$ cat src/logic/ctrlPkg.sv
package ctrlPkg;

    typedef logic [5:0] opcode_t;
    typedef logic [5:0] funct_t;

    typedef struct packed {
        opcode_t opcode;
        funct_t  funct;
    } instrFields_t;

    // comparison flags from the ALU
    typedef struct packed {
        logic gt;
        logic lt;
        logic et;
    } aluFlags_t;

    typedef logic [2:0] memAddrSel_t;
    typedef logic [1:0] aluSrcASel_t;
    typedef logic [2:0] aluSrcBSel_t;
    typedef logic [1:0] pcSrcSel_t;
    typedef logic [1:0] regDstSel_t;
    typedef logic [2:0] regDataSel_t;
    typedef logic [2:0] aluOp_t;

    typedef struct packed {
        logic        writePc;
        logic        writeA;
        logic        writeB;
        logic        writeAluOut;
        logic        writeInstr;
        logic        writeReg;
        logic        writeHilo;
        logic        hiloSel;    // 0 mult result, 1 div result
        logic        divStart;
        logic        multStart;
        memAddrSel_t memAddrSel;
        aluSrcASel_t aluSrcA;
        aluSrcBSel_t aluSrcB;
        pcSrcSel_t   pcSrc;
        regDstSel_t  regDst;
        regDataSel_t regData;
        aluOp_t      aluOp;
    } ctrlWord_t;

    typedef enum logic [3:0] {
        opNone, opAdd, opAnd, opSub,
        opAddi, opAddiu, opMult, opDiv,
        opMfhi, opMflo, opBeq, opBne,
        opBle, opBgt, opBreak, opRte
    } opKind_t;

    typedef enum logic [2:0] {
        fpFetch0, fpFetch1, fpFetch2, fpFetchPc,
        fpPrecalc, fpDecode, fpWait
    } fetchPhase_t;

    // 17 phases, so 5 bits
    typedef enum logic [4:0] {
        epIdle, epAluOp, epImmOp, epSaveReg, epSaveImm,
        epMultGo, epMultWait, epMultDone,
        epDivGo, epDivWait, epDivDone,
        epMoveHilo, epCmp, epResolve,
        epBreakCalc, epBreakPc, epRte
    } execPhase_t;

    // opcodes
    localparam opcode_t OP_RTYPE = 6'b000000;
    localparam opcode_t OP_ADDI  = 6'b001000;
    localparam opcode_t OP_ADDIU = 6'b001001;
    localparam opcode_t OP_BEQ   = 6'b000100;
    localparam opcode_t OP_BNE   = 6'b000101;
    localparam opcode_t OP_BLE   = 6'b000110;
    localparam opcode_t OP_BGT   = 6'b000111;

    // funct codes, register type only
    localparam funct_t FUNCT_ADD   = 6'b100000;
    localparam funct_t FUNCT_AND   = 6'b100100;
    localparam funct_t FUNCT_SUB   = 6'b100010;
    localparam funct_t FUNCT_MULT  = 6'b011000;
    localparam funct_t FUNCT_DIV   = 6'b011010;
    localparam funct_t FUNCT_MFHI  = 6'b010000;
    localparam funct_t FUNCT_MFLO  = 6'b010010;
    localparam funct_t FUNCT_BREAK = 6'b001101;
    localparam funct_t FUNCT_RTE   = 6'b010011;

    localparam memAddrSel_t MEM_PC = 3'b010;

    localparam aluSrcASel_t SRCA_REG = 2'b01;

    localparam aluSrcBSel_t SRCB_REG    = 3'b000;
    localparam aluSrcBSel_t SRCB_FOUR   = 3'b001;
    localparam aluSrcBSel_t SRCB_OFFSET = 3'b010;
    localparam aluSrcBSel_t SRCB_IMM    = 3'b011;

    localparam pcSrcSel_t PC_EPC    = 2'b01;
    localparam pcSrcSel_t PC_ALUOUT = 2'b10;

    localparam regDstSel_t DST_RD = 2'b00;
    localparam regDstSel_t DST_SP = 2'b01;  // stack register
    localparam regDstSel_t DST_RT = 2'b11;

    localparam regDataSel_t DATA_ALUOUT = 3'b000;
    localparam regDataSel_t DATA_LO     = 3'b001;
    localparam regDataSel_t DATA_HI     = 3'b010;
    localparam regDataSel_t DATA_SP     = 3'b011;  // initial stack value

    localparam aluOp_t ALU_ADD = 3'b001;
    localparam aluOp_t ALU_SUB = 3'b010;
    localparam aluOp_t ALU_AND = 3'b011;
    localparam aluOp_t ALU_CMP = 3'b111;

    // reset loads the stack register
    localparam ctrlWord_t RESET_WORD = '{
        writeReg: 1'b1,
        regDst:   DST_SP,
        regData:  DATA_SP,
        default:  '0
    };

    localparam ctrlWord_t IDLE_WORD = '0;

endpackage

$ cat src/logic/fetchDecodeSeq.sv
`timescale 1ns/1ps

module fetchDecodeSeq (
    input  logic                  clk,
    input  logic                  reset,
    input  ctrlPkg::instrFields_t instr,
    input  logic                  opDone,
    output logic                  opStart,
    output ctrlPkg::opKind_t      opKind,
    output logic                  fetchBusy,
    output ctrlPkg::ctrlWord_t    fetchWord
);

    ctrlPkg::fetchPhase_t phase;
    ctrlPkg::fetchPhase_t phaseNext;
    ctrlPkg::opKind_t     decoded;

    // decode table
    always_comb begin
        decoded = ctrlPkg::opNone;
        case (instr.opcode)
            ctrlPkg::OP_RTYPE: begin
                case (instr.funct)
                    ctrlPkg::FUNCT_ADD:   decoded = ctrlPkg::opAdd;
                    ctrlPkg::FUNCT_AND:   decoded = ctrlPkg::opAnd;
                    ctrlPkg::FUNCT_SUB:   decoded = ctrlPkg::opSub;
                    ctrlPkg::FUNCT_MULT:  decoded = ctrlPkg::opMult;
                    ctrlPkg::FUNCT_DIV:   decoded = ctrlPkg::opDiv;
                    ctrlPkg::FUNCT_MFHI:  decoded = ctrlPkg::opMfhi;
                    ctrlPkg::FUNCT_MFLO:  decoded = ctrlPkg::opMflo;
                    ctrlPkg::FUNCT_BREAK: decoded = ctrlPkg::opBreak;
                    ctrlPkg::FUNCT_RTE:   decoded = ctrlPkg::opRte;
                    default:              decoded = ctrlPkg::opNone;
                endcase
            end
            ctrlPkg::OP_ADDI:  decoded = ctrlPkg::opAddi;
            ctrlPkg::OP_ADDIU: decoded = ctrlPkg::opAddiu;
            ctrlPkg::OP_BEQ:   decoded = ctrlPkg::opBeq;
            ctrlPkg::OP_BNE:   decoded = ctrlPkg::opBne;
            ctrlPkg::OP_BLE:   decoded = ctrlPkg::opBle;
            ctrlPkg::OP_BGT:   decoded = ctrlPkg::opBgt;
            default:           decoded = ctrlPkg::opNone;
        endcase
    end

    assign opKind    = decoded;
    assign opStart   = (phase == ctrlPkg::fpDecode) && (decoded != ctrlPkg::opNone);
    assign fetchBusy = (phase != ctrlPkg::fpWait);

    always_comb begin
        case (phase)
            ctrlPkg::fpFetch0:  phaseNext = ctrlPkg::fpFetch1;
            ctrlPkg::fpFetch1:  phaseNext = ctrlPkg::fpFetch2;
            ctrlPkg::fpFetch2:  phaseNext = ctrlPkg::fpFetchPc;
            ctrlPkg::fpFetchPc: phaseNext = ctrlPkg::fpPrecalc;
            ctrlPkg::fpPrecalc: phaseNext = ctrlPkg::fpDecode;
            ctrlPkg::fpDecode: begin
                // unknown instruction goes straight back to fetch
                if (decoded == ctrlPkg::opNone) begin
                    phaseNext = ctrlPkg::fpFetch0;
                end else begin
                    phaseNext = ctrlPkg::fpWait;
                end
            end
            ctrlPkg::fpWait: begin
                if (opDone) begin
                    phaseNext = ctrlPkg::fpFetch0;
                end else begin
                    phaseNext = ctrlPkg::fpWait;
                end
            end
            default: phaseNext = ctrlPkg::fpFetch0;
        endcase
    end

    always_ff @(posedge clk) begin
        if (reset) begin
            phase <= ctrlPkg::fpFetch0;
        end else begin
            phase <= phaseNext;
        end
    end

    always_comb begin
        fetchWord = ctrlPkg::IDLE_WORD;
        case (phase)
            ctrlPkg::fpFetch0, ctrlPkg::fpFetch1, ctrlPkg::fpFetch2: begin
                fetchWord.writeInstr  = 1'b1;
                fetchWord.writeAluOut = 1'b1;   // pc + 4
                fetchWord.memAddrSel  = ctrlPkg::MEM_PC;
                fetchWord.aluSrcB     = ctrlPkg::SRCB_FOUR;
                fetchWord.aluOp       = ctrlPkg::ALU_ADD;
            end
            ctrlPkg::fpFetchPc: begin
                fetchWord.writePc = 1'b1;
                fetchWord.pcSrc   = ctrlPkg::PC_ALUOUT;
            end
            ctrlPkg::fpPrecalc, ctrlPkg::fpDecode: begin
                // branch target precalc, operands loaded on decode
                fetchWord.writeAluOut = (phase == ctrlPkg::fpPrecalc);
                fetchWord.writeA      = (phase == ctrlPkg::fpDecode);
                fetchWord.writeB      = (phase == ctrlPkg::fpDecode);
                fetchWord.memAddrSel  = ctrlPkg::MEM_PC;
                fetchWord.aluSrcB     = ctrlPkg::SRCB_OFFSET;
                fetchWord.aluOp       = ctrlPkg::ALU_ADD;
                fetchWord.pcSrc       = ctrlPkg::PC_ALUOUT;
            end
            default: fetchWord = ctrlPkg::IDLE_WORD;
        endcase
    end

endmodule

$ cat src/logic/executeSeq.sv
`timescale 1ns/1ps

module executeSeq (
    input  logic               clk,
    input  logic               reset,
    input  logic               opStart,
    input  ctrlPkg::opKind_t   opKind,
    input  ctrlPkg::aluFlags_t flags,
    input  logic               multEnd,
    input  logic               divEnd,
    output logic               opDone,
    output ctrlPkg::ctrlWord_t execWord
);

    ctrlPkg::execPhase_t phase;
    ctrlPkg::execPhase_t phaseNext;
    ctrlPkg::execPhase_t startPhase;
    ctrlPkg::opKind_t    kind;
    logic                taken;

    // entry phase per instruction
    always_comb begin
        case (opKind)
            ctrlPkg::opAdd, ctrlPkg::opAnd, ctrlPkg::opSub: startPhase = ctrlPkg::epAluOp;
            ctrlPkg::opAddi, ctrlPkg::opAddiu:              startPhase = ctrlPkg::epImmOp;
            ctrlPkg::opMult:                                startPhase = ctrlPkg::epMultGo;
            ctrlPkg::opDiv:                                 startPhase = ctrlPkg::epDivGo;
            ctrlPkg::opMfhi, ctrlPkg::opMflo:               startPhase = ctrlPkg::epMoveHilo;
            ctrlPkg::opBeq, ctrlPkg::opBne,
            ctrlPkg::opBle, ctrlPkg::opBgt:                 startPhase = ctrlPkg::epCmp;
            ctrlPkg::opBreak:                               startPhase = ctrlPkg::epBreakCalc;
            ctrlPkg::opRte:                                 startPhase = ctrlPkg::epRte;
            default:                                        startPhase = ctrlPkg::epIdle;
        endcase
    end

    always_comb begin
        case (kind)
            ctrlPkg::opBeq: taken = flags.et;
            ctrlPkg::opBne: taken = !flags.et;
            ctrlPkg::opBle: taken = flags.et || flags.lt;
            ctrlPkg::opBgt: taken = flags.gt;
            default:        taken = 1'b0;
        endcase
    end

    always_comb begin
        case (phase)
            ctrlPkg::epIdle: begin
                if (opStart) begin
                    phaseNext = startPhase;
                end else begin
                    phaseNext = ctrlPkg::epIdle;
                end
            end
            ctrlPkg::epAluOp:     phaseNext = ctrlPkg::epSaveReg;
            ctrlPkg::epImmOp:     phaseNext = ctrlPkg::epSaveImm;
            ctrlPkg::epMultGo:    phaseNext = ctrlPkg::epMultWait;
            ctrlPkg::epMultWait: begin
                if (multEnd) begin
                    phaseNext = ctrlPkg::epMultDone;
                end else begin
                    phaseNext = ctrlPkg::epMultWait;
                end
            end
            ctrlPkg::epDivGo:     phaseNext = ctrlPkg::epDivWait;
            ctrlPkg::epDivWait: begin
                if (divEnd) begin
                    phaseNext = ctrlPkg::epDivDone;
                end else begin
                    phaseNext = ctrlPkg::epDivWait;
                end
            end
            ctrlPkg::epCmp:       phaseNext = ctrlPkg::epResolve;
            ctrlPkg::epBreakCalc: phaseNext = ctrlPkg::epBreakPc;
            default:              phaseNext = ctrlPkg::epIdle;  // final phases
        endcase
    end

    always_comb begin
        case (phase)
            ctrlPkg::epSaveReg, ctrlPkg::epSaveImm,
            ctrlPkg::epMultDone, ctrlPkg::epDivDone,
            ctrlPkg::epMoveHilo, ctrlPkg::epResolve,
            ctrlPkg::epBreakPc, ctrlPkg::epRte: opDone = 1'b1;
            default:                            opDone = 1'b0;
        endcase
    end

    always_ff @(posedge clk) begin
        if (reset) begin
            phase <= ctrlPkg::epIdle;
        end else begin
            phase <= phaseNext;
        end
    end

    always_ff @(posedge clk) begin
        if (opStart) begin
            kind <= opKind;
        end
    end

    always_comb begin
        execWord = ctrlPkg::IDLE_WORD;
        case (phase)
            ctrlPkg::epAluOp, ctrlPkg::epImmOp: begin
                execWord.writeAluOut = 1'b1;
                execWord.memAddrSel  = ctrlPkg::MEM_PC;
                execWord.pcSrc       = ctrlPkg::PC_ALUOUT;
                execWord.aluSrcA     = ctrlPkg::SRCA_REG;
                if (phase == ctrlPkg::epImmOp) begin
                    execWord.aluSrcB = ctrlPkg::SRCB_IMM;
                    execWord.aluOp   = ctrlPkg::ALU_ADD;
                end else begin
                    execWord.aluSrcB = ctrlPkg::SRCB_REG;
                    case (kind)
                        ctrlPkg::opAnd: execWord.aluOp = ctrlPkg::ALU_AND;
                        ctrlPkg::opSub: execWord.aluOp = ctrlPkg::ALU_SUB;
                        default:        execWord.aluOp = ctrlPkg::ALU_ADD;
                    endcase
                end
            end
            ctrlPkg::epSaveReg, ctrlPkg::epSaveImm: begin
                execWord.writeReg   = 1'b1;
                execWord.memAddrSel = ctrlPkg::MEM_PC;
                execWord.pcSrc      = ctrlPkg::PC_ALUOUT;
                execWord.aluSrcA    = ctrlPkg::SRCA_REG;
                execWord.aluOp      = ctrlPkg::ALU_ADD;
                execWord.regData    = ctrlPkg::DATA_ALUOUT;
                // immediate forms write rt
                execWord.regDst = (phase == ctrlPkg::epSaveImm) ? ctrlPkg::DST_RT
                                                                : ctrlPkg::DST_RD;
            end
            ctrlPkg::epMultGo: execWord.multStart = 1'b1;
            ctrlPkg::epDivGo:  execWord.divStart  = 1'b1;
            ctrlPkg::epMultDone, ctrlPkg::epDivDone: begin
                execWord.writeHilo = 1'b1;
                execWord.hiloSel   = (phase == ctrlPkg::epDivDone);
            end
            ctrlPkg::epMoveHilo: begin
                execWord.writeReg = 1'b1;
                execWord.regDst   = ctrlPkg::DST_RD;
                execWord.regData  = (kind == ctrlPkg::opMfhi) ? ctrlPkg::DATA_HI
                                                              : ctrlPkg::DATA_LO;
            end
            ctrlPkg::epCmp: begin
                execWord.aluSrcA = ctrlPkg::SRCA_REG;
                execWord.aluOp   = ctrlPkg::ALU_CMP;
            end
            ctrlPkg::epResolve: begin
                if (taken) begin   // target already in aluOut from precalc
                    execWord.writePc     = 1'b1;
                    execWord.writeAluOut = 1'b1;
                    execWord.pcSrc       = ctrlPkg::PC_ALUOUT;
                end
            end
            ctrlPkg::epBreakCalc: begin
                execWord.writeAluOut = 1'b1;   // pc - 4
                execWord.aluSrcB     = ctrlPkg::SRCB_FOUR;
                execWord.aluOp       = ctrlPkg::ALU_SUB;
            end
            ctrlPkg::epBreakPc: begin
                execWord.writePc = 1'b1;
                execWord.pcSrc   = ctrlPkg::PC_ALUOUT;
            end
            ctrlPkg::epRte: begin
                execWord.writePc = 1'b1;
                execWord.pcSrc   = ctrlPkg::PC_EPC;
            end
            default: execWord = ctrlPkg::IDLE_WORD;
        endcase
    end

endmodule

$ cat src/logic/ctrlWordMerge.sv
`timescale 1ns/1ps

module ctrlWordMerge (
    input  logic               clk,
    input  logic               reset,
    input  logic               fetchBusy,
    input  ctrlPkg::ctrlWord_t fetchWord,
    input  ctrlPkg::ctrlWord_t execWord,
    output ctrlPkg::ctrlWord_t ctrl
);

    ctrlPkg::ctrlWord_t activeWord;

    // only one sequencer is active at a time
    assign activeWord = fetchBusy ? fetchWord : execWord;

    always_ff @(posedge clk) begin
        if (reset) begin
            ctrl <= ctrlPkg::RESET_WORD;
        end else begin
            ctrl <= activeWord;
        end
    end

endmodule

$ cat src/logic/ctrlUnit.sv
`timescale 1ns/1ps

module ctrlUnit (
    input  logic                  clk,
    input  logic                  reset,
    input  ctrlPkg::instrFields_t instr,
    input  ctrlPkg::aluFlags_t    flags,
    input  logic                  multEnd,
    input  logic                  divEnd,
    output ctrlPkg::ctrlWord_t    ctrl
);

    logic               opStart;
    logic               opDone;
    logic               fetchBusy;
    ctrlPkg::opKind_t   opKind;
    ctrlPkg::ctrlWord_t fetchWord;
    ctrlPkg::ctrlWord_t execWord;

    fetchDecodeSeq i_fetchSeq (
        .clk       (clk),
        .reset     (reset),
        .instr     (instr),
        .opDone    (opDone),
        .opStart   (opStart),
        .opKind    (opKind),
        .fetchBusy (fetchBusy),
        .fetchWord (fetchWord)
    );

    executeSeq i_execSeq (
        .clk      (clk),
        .reset    (reset),
        .opStart  (opStart),
        .opKind   (opKind),
        .flags    (flags),
        .multEnd  (multEnd),
        .divEnd   (divEnd),
        .opDone   (opDone),
        .execWord (execWord)
    );

    // registered output stage
    ctrlWordMerge i_merge (
        .clk       (clk),
        .reset     (reset),
        .fetchBusy (fetchBusy),
        .fetchWord (fetchWord),
        .execWord  (execWord),
        .ctrl      (ctrl)
    );

endmodule

$ cat config.mk
export PLATFORM = sky130hd
export DESIGN_NAME = ctrlUnit
export DESIGN_NICKNAME = d
export VERILOG_FILES = /design/src/logic/ctrlPkg.sv /design/src/logic/fetchDecodeSeq.sv /design/src/logic/executeSeq.sv /design/src/logic/ctrlWordMerge.sv /design/src/logic/ctrlUnit.sv
export SDC_FILE = /design/constraint.sdc
export NUM_CORES = 1
export LEC_CHECK = 0
export BUFFER_PORTS_ARGS = -buffer_cell sky130_fd_sc_hd__buf_2
export CAP_MARGIN = 5
export CORE_MARGIN = 2
export CORE_UTILIZATION = 25
export DETAILED_ROUTE_END_ITERATION = 8
export GPL_ROUTABILITY_DRIVEN = 0
export PLACE_DENSITY = 0.49
export REMOVE_ABC_BUFFERS = 1
export SLEW_MARGIN = 20
export SYNTH_ARGS = -nofsm -noshare
export SYNTH_HDL_FRONTEND = slang
export SYNTH_SLANG_ARGS = --single-unit
export TNS_END_PERCENT = 1
$ cat constraint.sdc
create_clock -name clk -period 8.35 [get_ports clk]
set_input_delay 1.2525 -clock clk [delete_from_list [all_inputs] [get_ports clk]]
set_output_delay 1.2525 -clock clk [all_outputs]
set_load 0.01 [all_outputs]
==> impl_results.md, run 1 <==
* Run status: completed
* Yosys top cell by area: dfxtp_1
* Final Cycle Share at 47.56%
* Final Net Count at 310
* Post-CTS Setup Inserts at 0
* CTS Buffer Depth at 2
* Final setup viols at 0
* Share of the synthesized area in the top cell type at 30.17%
* RR Startpoint: i_execSeq.phase[2]$_SDFF_PP0_
* Startpoint types: input pin
* Initial DRC Count at 83
* Die width at 94.71 um
* CTS H-tree lvls at 2
* Mapped cell area at 2057 um^2
* Area grow syn2layout at 16.24%
* CP required at 8570 ps
* Syn avg cell area at 8.004 um^2
* Relative slew slack at 55.10%
* Setup_tns at 0 ps
* Clock Skew at 4.573 ps
* Share of cells above drive strength 1 at 20.76%
* Yosys cell types at 62
* CTS buffer count at 5
* HP Start: i_execSeq.opDone$_DFF_P_
* # clock sinks at 35
* CP arrival at 4190 ps
* Vias in the first global route at 1729
* Placed insts at 387
* Setup crit end kind: flip-flop
* Row count at 33
* Setup Crit Path Kind: input pin to flip-flop
* Initial antenna violation count at 0
* CORE AREA at 8093 um^2
* Via-to-Cell Ratio at 4.812
* Port Buffers at 41
* DRC viols at 0
* Post-synthesis mux area share at 1.703%
* First-pass GRT wire length at 8.100 mm
* Main combinational cell family by area after synthesis: simple AND/OR/NAND/NOR gates
* Reg-to-Reg End: i_execSeq.opDone$_DFF_P_
* Cell count after synthesis at 257
* Total GRT Usage at 11.25%
* I/O Pins at 47
* Placed Area at 2303 um^2
* Reg2Reg Depth at 9
* Design area at 2391 um^2
* Post-synth ARST share at 0%
* CTS tree: done
* Via count at 1896
* Final cell count without fillers at 394
* Synth Area in Compound Gates at 24.45%
* Grt total ovfl at 0
* Pleak at 0.001006 uW
* Synth Register Bits at 35
* Tmin final at 3972 ps
* Unrepaired setup endpoints after global routing: no
* Footprint of the multi-input gates at 1177 um^2
* Main synth FF type: dfxtp_1
* Top-count cell post-synth: dfxtp_1
* Part of the Yosys area used for sequential elements at 36.01%
* Max FO, Critical Path at 6
* Initial Util at 25.42%
* Total Wirelength at 4.853 mm
* WHS Path Cells at 3
* Cts hold-fix bufs at 0
* Antenna cells at 0
* Die Y at 94.71 um
* TritonRoute pass-1 iters at 4
* Clk root buf: clkbuf_8
* Largest net degree at the start of global routing at 21
* Number of routed nets with antenna violations at 0
* Fill cells at 915
* Detail Placement HPWL at 3.704 mm
* Worst hold path endpoint: i_fetchSeq.phase[1]$_SDFF_PP0_
* Hold Vio Cnt, Final at 0
* Post-cts sizing count at 0
* FMAX at 251.8 MHz
* Storage element area at 740.7 um^2
* Max Slew Vio Count at 0
* Most common library cells after synthesis: dfxtp_1 (31), nand2_1 (25), a21oi_1 (23)
* Max VDD drop at 47.17 uV
* Die area at 8969 um^2
* Largest cells by area after synthesis: dfxtp_1 (30%), edfxtp_1 (5.8%), a21oi_1 (5.6%), nand2_1 (4.6%), nor2_1 (4.0%)
* Max-cap violations at 0
* Pwr Density at 141.2 nW/um^2
* Worst-path clk slew at 70 ps
* EDFF count, synth at 4
* Synth Area in Simple Gates at 28.10%
* Reg-to-reg slack, setup at 5100 ps
* Yosys Warn Count at 0
* Least-Margin Pin Slew at 664.1 ps
* Hold Crit Class: flip-flop to flip-flop
* XOR/XNOR share of the synthesized area at 0.8516%
* Clk Latency, worst-skew pair at 280 ps
* Drt wl/cell at 12.32 um
* Adder-cell share of the synthesized area at 1.217%
-- kinds of logic after synthesis --
group,count (synthesis)
flip-flops,35
XOR/XNOR,2
adder cells (fa/ha/maj),2
AO/OA/AOI/OAI,76
AND/OR/NAND/NOR,105
other,1
multiplexers,3
buffers and inverters,33
-- sequential cells by signal, summed over array words and instances, names as in the netlist --
| register | count |
|---|---|
| i_execSeq.kind | 4 |
| i_execSeq.opDone | 1 |
| i_execSeq.phase | 5 |
| i_fetchSeq.phase | 3 |
| i_merge.ctrl | 22 |
-- cell usage in the layout, fill, tap and decap left out, types with 3 or more instances in the layout --
cell type	instances
or2_2	5
a211oi_1	3
a21oi_1	23
nand2b_1	5
clkbuf_8	6
or4bb_1	4
nand3_1	5
nor4b_1	3
nand2_1	25
inv_1	11
nor3_1	8
dfxtp_1	31
a22oi_1	3
nor2_1	22
or3_1	8
conb_1	5
edfxtp_1	4
o21ai_0	16
and2_1	3
nor2b_1	3
buf_2	41
a21o_1	4
a31oi_1	4
-- metal layers --
layer	wire, um	track usage (%)	part of all wire, %	up-vias
li1	-	-	-	983
met1	2253	14.72	46	851
met2	2226	18.09	46	52
met3	262	2.394	5.4	10
met4	110	4.348	2.3	0
met5	0	0	0	-
-- per-stage QoR --
step	setup WS, ps	hold slack (ps)	power [uW]	utilization, %
2_1_floorplan	4400	515.8	203.7	-
3_3_place_gp	4105	555.4	220.4	28.46
3_5_place_dp	4047	555.8	220.7	28.46
4_1_cts	4345	567.9	340.6	29.55
5_1_grt	4105	612.6	354.4	29.55
6_report	4378	572.9	337.7	29.55
-- cell type report --
cell class,instances,area share [%]
Clock buffer,6,3.454
Inverter,13,2.041
Multi-Input combinational cell,193,49.24
Sequential cell,35,30.98
Tap cell,105,5.495
Clock inverter,1,0.2093
Timing Repair Buffer,41,8.582
-- how the worst max path moves through the flow --
stage              from                       end  slack [ps]
2_1_floorplan  instr[9]  i_execSeq.opDone$_DFF_P_        4400
3_3_place_gp   instr[9]  i_execSeq.opDone$_DFF_P_        4100
3_5_place_dp   instr[9]  i_execSeq.opDone$_DFF_P_        4050
4_1_cts        instr[9]  i_execSeq.opDone$_DFF_P_        4350
5_1_grt        instr[9]  i_execSeq.opDone$_DFF_P_        4110
6_report       instr[9]  i_execSeq.opDone$_DFF_P_        4380
-- where the power goes --
| part | leakage (uW) | internal [uW] | switching, uW |
|---|---|---|---|
| Sequential | 0.000293 | 175 | 4.78 |
| Clock | 0.0000470 | 64.6 | 56.0 |
| Combinational | 0.000665 | 16.3 | 21.5 |
| Total | 0.00101 | 255 | 82.3 |
-- worst max-delay path, cell delays in order --
cell       delay (ps)
buf_2             130
or3_4             400
or3_1             350
o32a_1            390
a41o_1            260
a2111oi_0         450
or2_2             210
and2_1            120
ha_1              130
mux2i_1            60
mux2_4            270
a22oi_2           160
Note: power is estimated with default switching activity, not from simulation.
==> inputs of run 2 (changes only) <==
==> constraint.sdc (replaced) <==
create_clock -name clk -period 4.15 [get_ports clk]
set_input_delay 0.6225 -clock clk [delete_from_list [all_inputs] [get_ports clk]]
set_output_delay 0.6225 -clock clk [all_outputs]
set_load 0.01 [all_outputs]
==> run 2 against run 1 <==
Against the previous run: sequential share of layout area stayed put; first-iteration DRC count is 7.2% higher; combinational power is 100% higher; power is 100% higher; highest routed layer unchanged; clock-buffer cell count stayed put; largest cell class unchanged.
==> impl_results.md, run 2 (synthesized netlist as in run 1, its figures left out) <==
* Run status: completed
* Comb power frac at 11.2% (about the same)
* Max reg flops at 22 (unchanged)
* Sw Ratio at 24.54% (+0.18 points)
* RR Startpoint: i_execSeq.phase[2]$_SDFF_PP0_
* Post-CTS Setup Inserts at 0 (unchanged)
* Total GRT Usage at 11.25% (about the same)
* CTS Buffer Depth at 2 (unchanged)
* FMAX at 299.0 MHz
* HP Start: i_execSeq.opDone$_DFF_P_
* Max Slew Vio Count at 0 (unchanged)
* Clock Skew at 4.634 ps (+0.06107 ps)
* Worst hold path endpoint: i_fetchSeq.phase[1]$_SDFF_PP0_
* Final setup viols at 0 (unchanged)
* Total Wirelength at 4.866 mm (+0.27%)
* TritonRoute pass-1 iters at 4 (unchanged)
* Vias in the first global route at 1746 (+0.98%)
* CP cell instances: buf_2 > or3_4 > or3_1 > o32a_1 > a41o_1 > a2111oi_0 > or2_2 > and2_1 > ha_1 > mux2i_1 > mux2_4 > a22oi_2
* Area grow syn2layout at 16.24% (unchanged)
* Power Internal at 513.9 uW (+100%)
* Drt wl/cell at 12.35 um (+0.27%)
* Final Cycle Share at 80.58%
* Via count at 1881 (-0.79%)
* # clock sinks at 35 (unchanged)
* Most common library cell in the layout ignoring fill and taps: buf_2
* Design area at 2391 um^2 (unchanged)
* Tmin final at 3344 ps
* Max VDD drop at 111.7 uV (+140%)
* Grt total ovfl at 0 (unchanged)
* Initial antenna violation count at 0 (unchanged)
* Clk pwr share at 35.8% (about the same)
* Relative slew slack at 48.08% (-7.0 points)
* I/O Pins at 47 (unchanged)
* Row count at 33 (unchanged)
* Most frequent cells in the layout: buf_2 (41), dfxtp_1 (31), nand2_1 (25), a21oi_1 (23), nor2_1 (22)
* Antenna cells at 0 (unchanged)
* CP max stage delay at 450 ps (about the same)
* Unrepaired setup endpoints after global routing: no
* Reg2Reg Depth at 9 (unchanged)
* Cts hold-fix bufs at 0 (unchanged)
* Number of routed nets with antenna violations at 0 (unchanged)
* Top flop regs: i_merge.ctrl (22), i_execSeq.phase (5), i_execSeq.kind (4)
* Initial Util at 25.42% (unchanged)
* WHS Path Cells at 3 (unchanged)
* Detail Placement HPWL at 3.705 mm (about the same)
* Setup crit end kind: flip-flop
* CP required at 4370 ps (-4200 ps)
* Initial DRC Count at 89 (+7.2%)
* Top reg by flops: i_merge.ctrl
* Hold Vio Cnt, Final at 0 (unchanged)
* Startpoint types: input pin
* Pwr Density at 284.9 nW/um^2 (+100%)
* Fill cells at 907 (-0.87%)
* Share of cells above drive strength 1 at 20.76% (unchanged)
* Clk root buf: clkbuf_8
* Die width at 94.71 um (unchanged)
* Final Net Count at 310 (unchanged)
* Power after layout at 681.1 uW (+100%)
* CTS buffer count at 5 (unchanged)
* Setup Crit Path Kind: input pin to flip-flop
* DRC viols at 0 (unchanged)
* Die area at 8969 um^2 (unchanged)
* Hold Crit Class: flip-flop to flip-flop
* First-pass GRT wire length at 8.031 mm (-0.85%)
* Port Buffers at 41 (unchanged)
* Worst-path clk slew at 70 ps (about the same)
* Max-cap violations at 0 (unchanged)
* CORE AREA at 8093 um^2 (unchanged)
* Post-cts sizing count at 0 (unchanged)
* CP arrival at 3570 ps (-620 ps)
* Largest net degree at the start of global routing at 21 (unchanged)
* Reg-to-reg slack, setup at 910 ps (-4190 ps)
* Placed Area at 2303 um^2 (unchanged)
* Pleak at 0.001006 uW (unchanged)
* Least-Margin Pin Slew at 767.9 ps (+103.8 ps)
* Die Y at 94.71 um (unchanged)
* Setup_tns at 0 ps (unchanged)
* Reg-to-Reg End: i_execSeq.opDone$_DFF_P_
* Max FO, Critical Path at 6 (unchanged)
* Via-to-Cell Ratio at 4.774 (-0.79%)
* CTS H-tree lvls at 2 (unchanged)
* Switching Power at 167.2 uW (+100%)
* CTS tree: done
* Flop pwr share at 53.0% (about the same)
* Crit path max-delay cell type: a2111oi_0
* Clk Latency, worst-skew pair at 290 ps (about the same)
## run 2: power groups by stage
stage / clock network [uW] / logic [uW] / registers [uW]
final: 244 / 76.3 / 361
after global routing: 267 / 85.4 / 362
after CTS: 249 / 76.3 / 361
after detailed placement: 0 / 75.9 / 368
after global placement: 0 / 75.5 / 368
after floorplan: 0 / 39.7 / 370
## run 2: worst max-delay path by stage
stage | slack, ps | end | from
4_1_cts | 780 | i_execSeq.opDone$_DFF_P_ | instr[9]
6_report | 810 | i_execSeq.opDone$_DFF_P_ | instr[9]
5_1_grt | 500 | i_execSeq.opDone$_DFF_P_ | instr[9]
3_3_place_gp | 540 | i_execSeq.opDone$_DFF_P_ | instr[9]
3_5_place_dp | 500 | i_execSeq.opDone$_DFF_P_ | instr[9]
2_1_floorplan | 830 | i_execSeq.opDone$_DFF_P_ | instr[9]
## run 2: worst max-delay path, delay by kind of cell
kind,cells,cell delay (ps)
AOI/OAI and AO/OA,4,1270
adders and majority gates,1,130
buffers and inverters,1,130
muxes,2,330
and+or+nand+nor,4,1080
## run 2: cell type report
class                   count  area [um^2]  share of cell area [%]
multi-input cells         193         1177                   49.24
flip-flops and latches     35        740.7                   30.98
clock inverters             1        5.005                  0.2093
repair buffers             41        205.2                   8.582
clock buffers               6        82.58                   3.454
well taps                 105        131.4                   5.495
inverters                  13        48.80                   2.041
## run 2: metal layers
metal  up-vias  share of wire [%]  GRT usage [%]
met2        42                 46          18.97
met1       854                 47          14.09
li1        980                  -              -
met4         0                1.3          3.623
met3         5                4.9          2.713
met5         -                  0              0
## run 2: per-stage QoR
step	setup slack, ps	hold slack [ps]	std cells	utilization [%]
floorplan	830.3	515.8	241	-
global placement	536.3	555.5	387	28.46
detailed placement	498.2	559.3	387	28.46
CTS	784.2	569.0	394	29.55
global route	497.0	607.4	394	29.55
finish	806.0	570.7	394	29.55
==> inputs of run 3 (changes only) <==
==> constraint.sdc (replaced) <==
create_clock -name clk -period 3.5 [get_ports clk]
set_input_delay 0.525 -clock clk [delete_from_list [all_inputs] [get_ports clk]]
set_output_delay 0.525 -clock clk [all_outputs]
set_load 0.01 [all_outputs]
==> run 3 against run 2 <==
Against the previous run: final area is 2.8% higher; clock-buffer cell count grew 2; flip-flop and latch count unchanged; non-clock buffer count is 7 higher; die area stayed put; routed wire length rose by 1.5%; largest power group unchanged.
==> impl_results.md, run 3 (synthesized netlist as in run 1, its figures left out) <==
* RR Startpoint: i_execSeq.phase[3]$_SDFF_PP0_
* Max-cap violations at 0 (unchanged)
* Fill cells at 897 (-1.1%)
* Max VDD drop at 124.0 uV (+11%)
* Total Wirelength at 4.939 mm (+1.5%)
* CTS H-tree lvls at 2 (unchanged)
* First-pass GRT wire length at 8.086 mm (+0.68%)
* Startpoint types: input pin
* Worst hold path endpoint: i_merge.ctrl[26]$_SDFF_PP0_
* Max Slew Vio Count at 0 (unchanged)
* Die width at 94.71 um (unchanged)
* Design area at 2457 um^2 (+2.8%)
* Worst-path clk slew at 60 ps (about the same)
* CTS buffer count at 5 (unchanged)
* I/O Pins at 47 (unchanged)
* DRC viols at 0 (unchanged)
* Placed Area at 2356 um^2 (+2.3%)
* Row count at 33 (unchanged)
* Setup_tns at 0 ps (unchanged)
* Tmin final at 3210 ps
* Setup Crit Path Kind: input pin to flip-flop
* # clock sinks at 35 (unchanged)
* Via-to-Cell Ratio at 4.776 (about the same)
* Unrepaired setup endpoints after global routing: no
* CTS tree: done
* Pleak at 0.001046 uW (+4.0%)
* Hold Crit Class: flip-flop to flip-flop
* Clock Skew at 5.403 ps (+0.7689 ps)
* Clk Latency, worst-skew pair at 290 ps (about the same)
* Reg-to-reg slack, setup at 600 ps (-310 ps)
* Max FO, Critical Path at 4 (-2)
* Setup crit end kind: flip-flop
* Reg-to-Reg End: i_execSeq.opDone$_DFF_P_
* Die Y at 94.71 um (unchanged)
* Pwr Density at 340.1 nW/um^2 (+19%)
* FMAX at 311.5 MHz
* Grt total ovfl at 0 (unchanged)
* Vias in the first global route at 1739 (-0.40%)
* Max reg flops at 22 (unchanged)
* Top flop regs: i_merge.ctrl (22), i_execSeq.phase (5), i_execSeq.kind (4)
* Drt wl/cell at 12.29 um (-0.52%)
* Hold Vio Cnt, Final at 0 (unchanged)
* Initial antenna violation count at 0 (unchanged)
* Final Net Count at 317 (+2.3%)
* Top reg by flops: i_merge.ctrl
* Total GRT Usage at 11.35% (+0.097 points)
* Detail Placement HPWL at 3.771 mm (+1.8%)
* WHS Path Cells at 2 (-1)
* CP arrival at 3430 ps (-140 ps)
* Die area at 8969 um^2 (unchanged)
* Initial DRC Count at 86 (-3.4%)
* HP Start: i_fetchSeq.phase[2]$_SDFF_PP0_
* CP required at 3720 ps (-650 ps)
* TritonRoute pass-1 iters at 4 (unchanged)
* Largest net degree at the start of global routing at 21 (unchanged)
* Final setup viols at 0 (unchanged)
* Most frequent cells in the layout: buf_2 (41), dfxtp_1 (31), nand2_1 (25), a21oi_1 (23), nor2_1 (22)
* Cts hold-fix bufs at 0 (unchanged)
* Antenna cells at 0 (unchanged)
* Port Buffers at 41 (unchanged)
* Reg2Reg Depth at 9 (unchanged)
* Initial Util at 25.42% (unchanged)
* Final Cycle Share at 91.72%
* Most common library cell in the layout ignoring fill and taps: buf_2
* Via count at 1920 (+2.1%)
* Clk root buf: clkbuf_8
* Share of cells above drive strength 1 at 22.56% (+1.8 points)
* Number of routed nets with antenna violations at 0 (unchanged)
* Least-Margin Pin Slew at 523.9 ps (-244.0 ps)
* CORE AREA at 8093 um^2 (unchanged)
* CTS Buffer Depth at 2 (unchanged)
* Run status: completed
* Area grow syn2layout at 19.46%
* Relative slew slack at 65.02% (+17 points)
## run 3: layout make-up
cell class | count | area, um^2 | share of cell area [%]
clock buffer | 8 | 100.1 | 4.073
inverter | 13 | 48.80 | 1.986
multi-input combinational | 193 | 1179 | 47.96
sequential | 35 | 740.7 | 30.14
tap | 105 | 131.4 | 5.346
timing repair buffer | 48 | 257.7 | 10.49
## run 3: what timing repair did
item,CTS,global route
setup buffers,0,0
setup endpoints to repair,0,1
hold endpoints to repair,0,0
resized for setup,0,1
## run 3: critical path, stage by stage
cell	delay (ps)
buf_2	100
or3_4	390
or3_1	350
o32a_1	390
a41o_1	270
a2111oi_1	440
or2_2	200
and2_1	120
ha_1	140
mux2i_1	70
mux2_4	270
a22oi_2	160
## run 3: through the flow
stage | total power (uW) | cells | setup slack, ps | util, % | hold WS [ps]
3_3_place_gp | 530.1 | 394 | -12.73 | 29.11 | 556.0
5_1_grt | 881.1 | 402 | 110.1 | 30.36 | 593.2
4_1_cts | 847.4 | 402 | 183.8 | 30.35 | 564.4
3_5_place_dp | 531.2 | 394 | -107.5 | 29.11 | 551.5
2_1_floorplan | 486.0 | 241 | 277.8 | - | 515.8
6_report | 835.7 | 402 | 289.7 | 30.36 | 554.4
## run 3: how the worst max path moves through the flow
stage,start,end,slack (ps)
finish,instr[9],i_execSeq.opDone$_DFF_P_,290
global route,instr[9],i_execSeq.opDone$_DFF_P_,110
CTS,instr[9],i_execSeq.opDone$_DFF_P_,180
detailed placement,instr[9],i_execSeq.opDone$_DFF_P_,-110
global placement,instr[9],i_execSeq.opDone$_DFF_P_,-10
floorplan,instr[9],i_execSeq.opDone$_DFF_P_,280
## run 3: power breakdown
group / total (uW) / switching (uW) / internal (uW)
clock network: 313 / 134 / 179
registers: 423 / 6.89 / 416
logic: 99.4 / 56.7 / 42.7
## run 3: routing by layer
metal | track usage [%] | share of wire (%) | vias up
met5 | 0 | 0 | -
met1 | 14.48 | 46 | 863
met3 | 2.873 | 6.1 | 5
met4 | 3.623 | 1.4 | 0
met2 | 18.74 | 46 | 59
li1 | - | - | 993
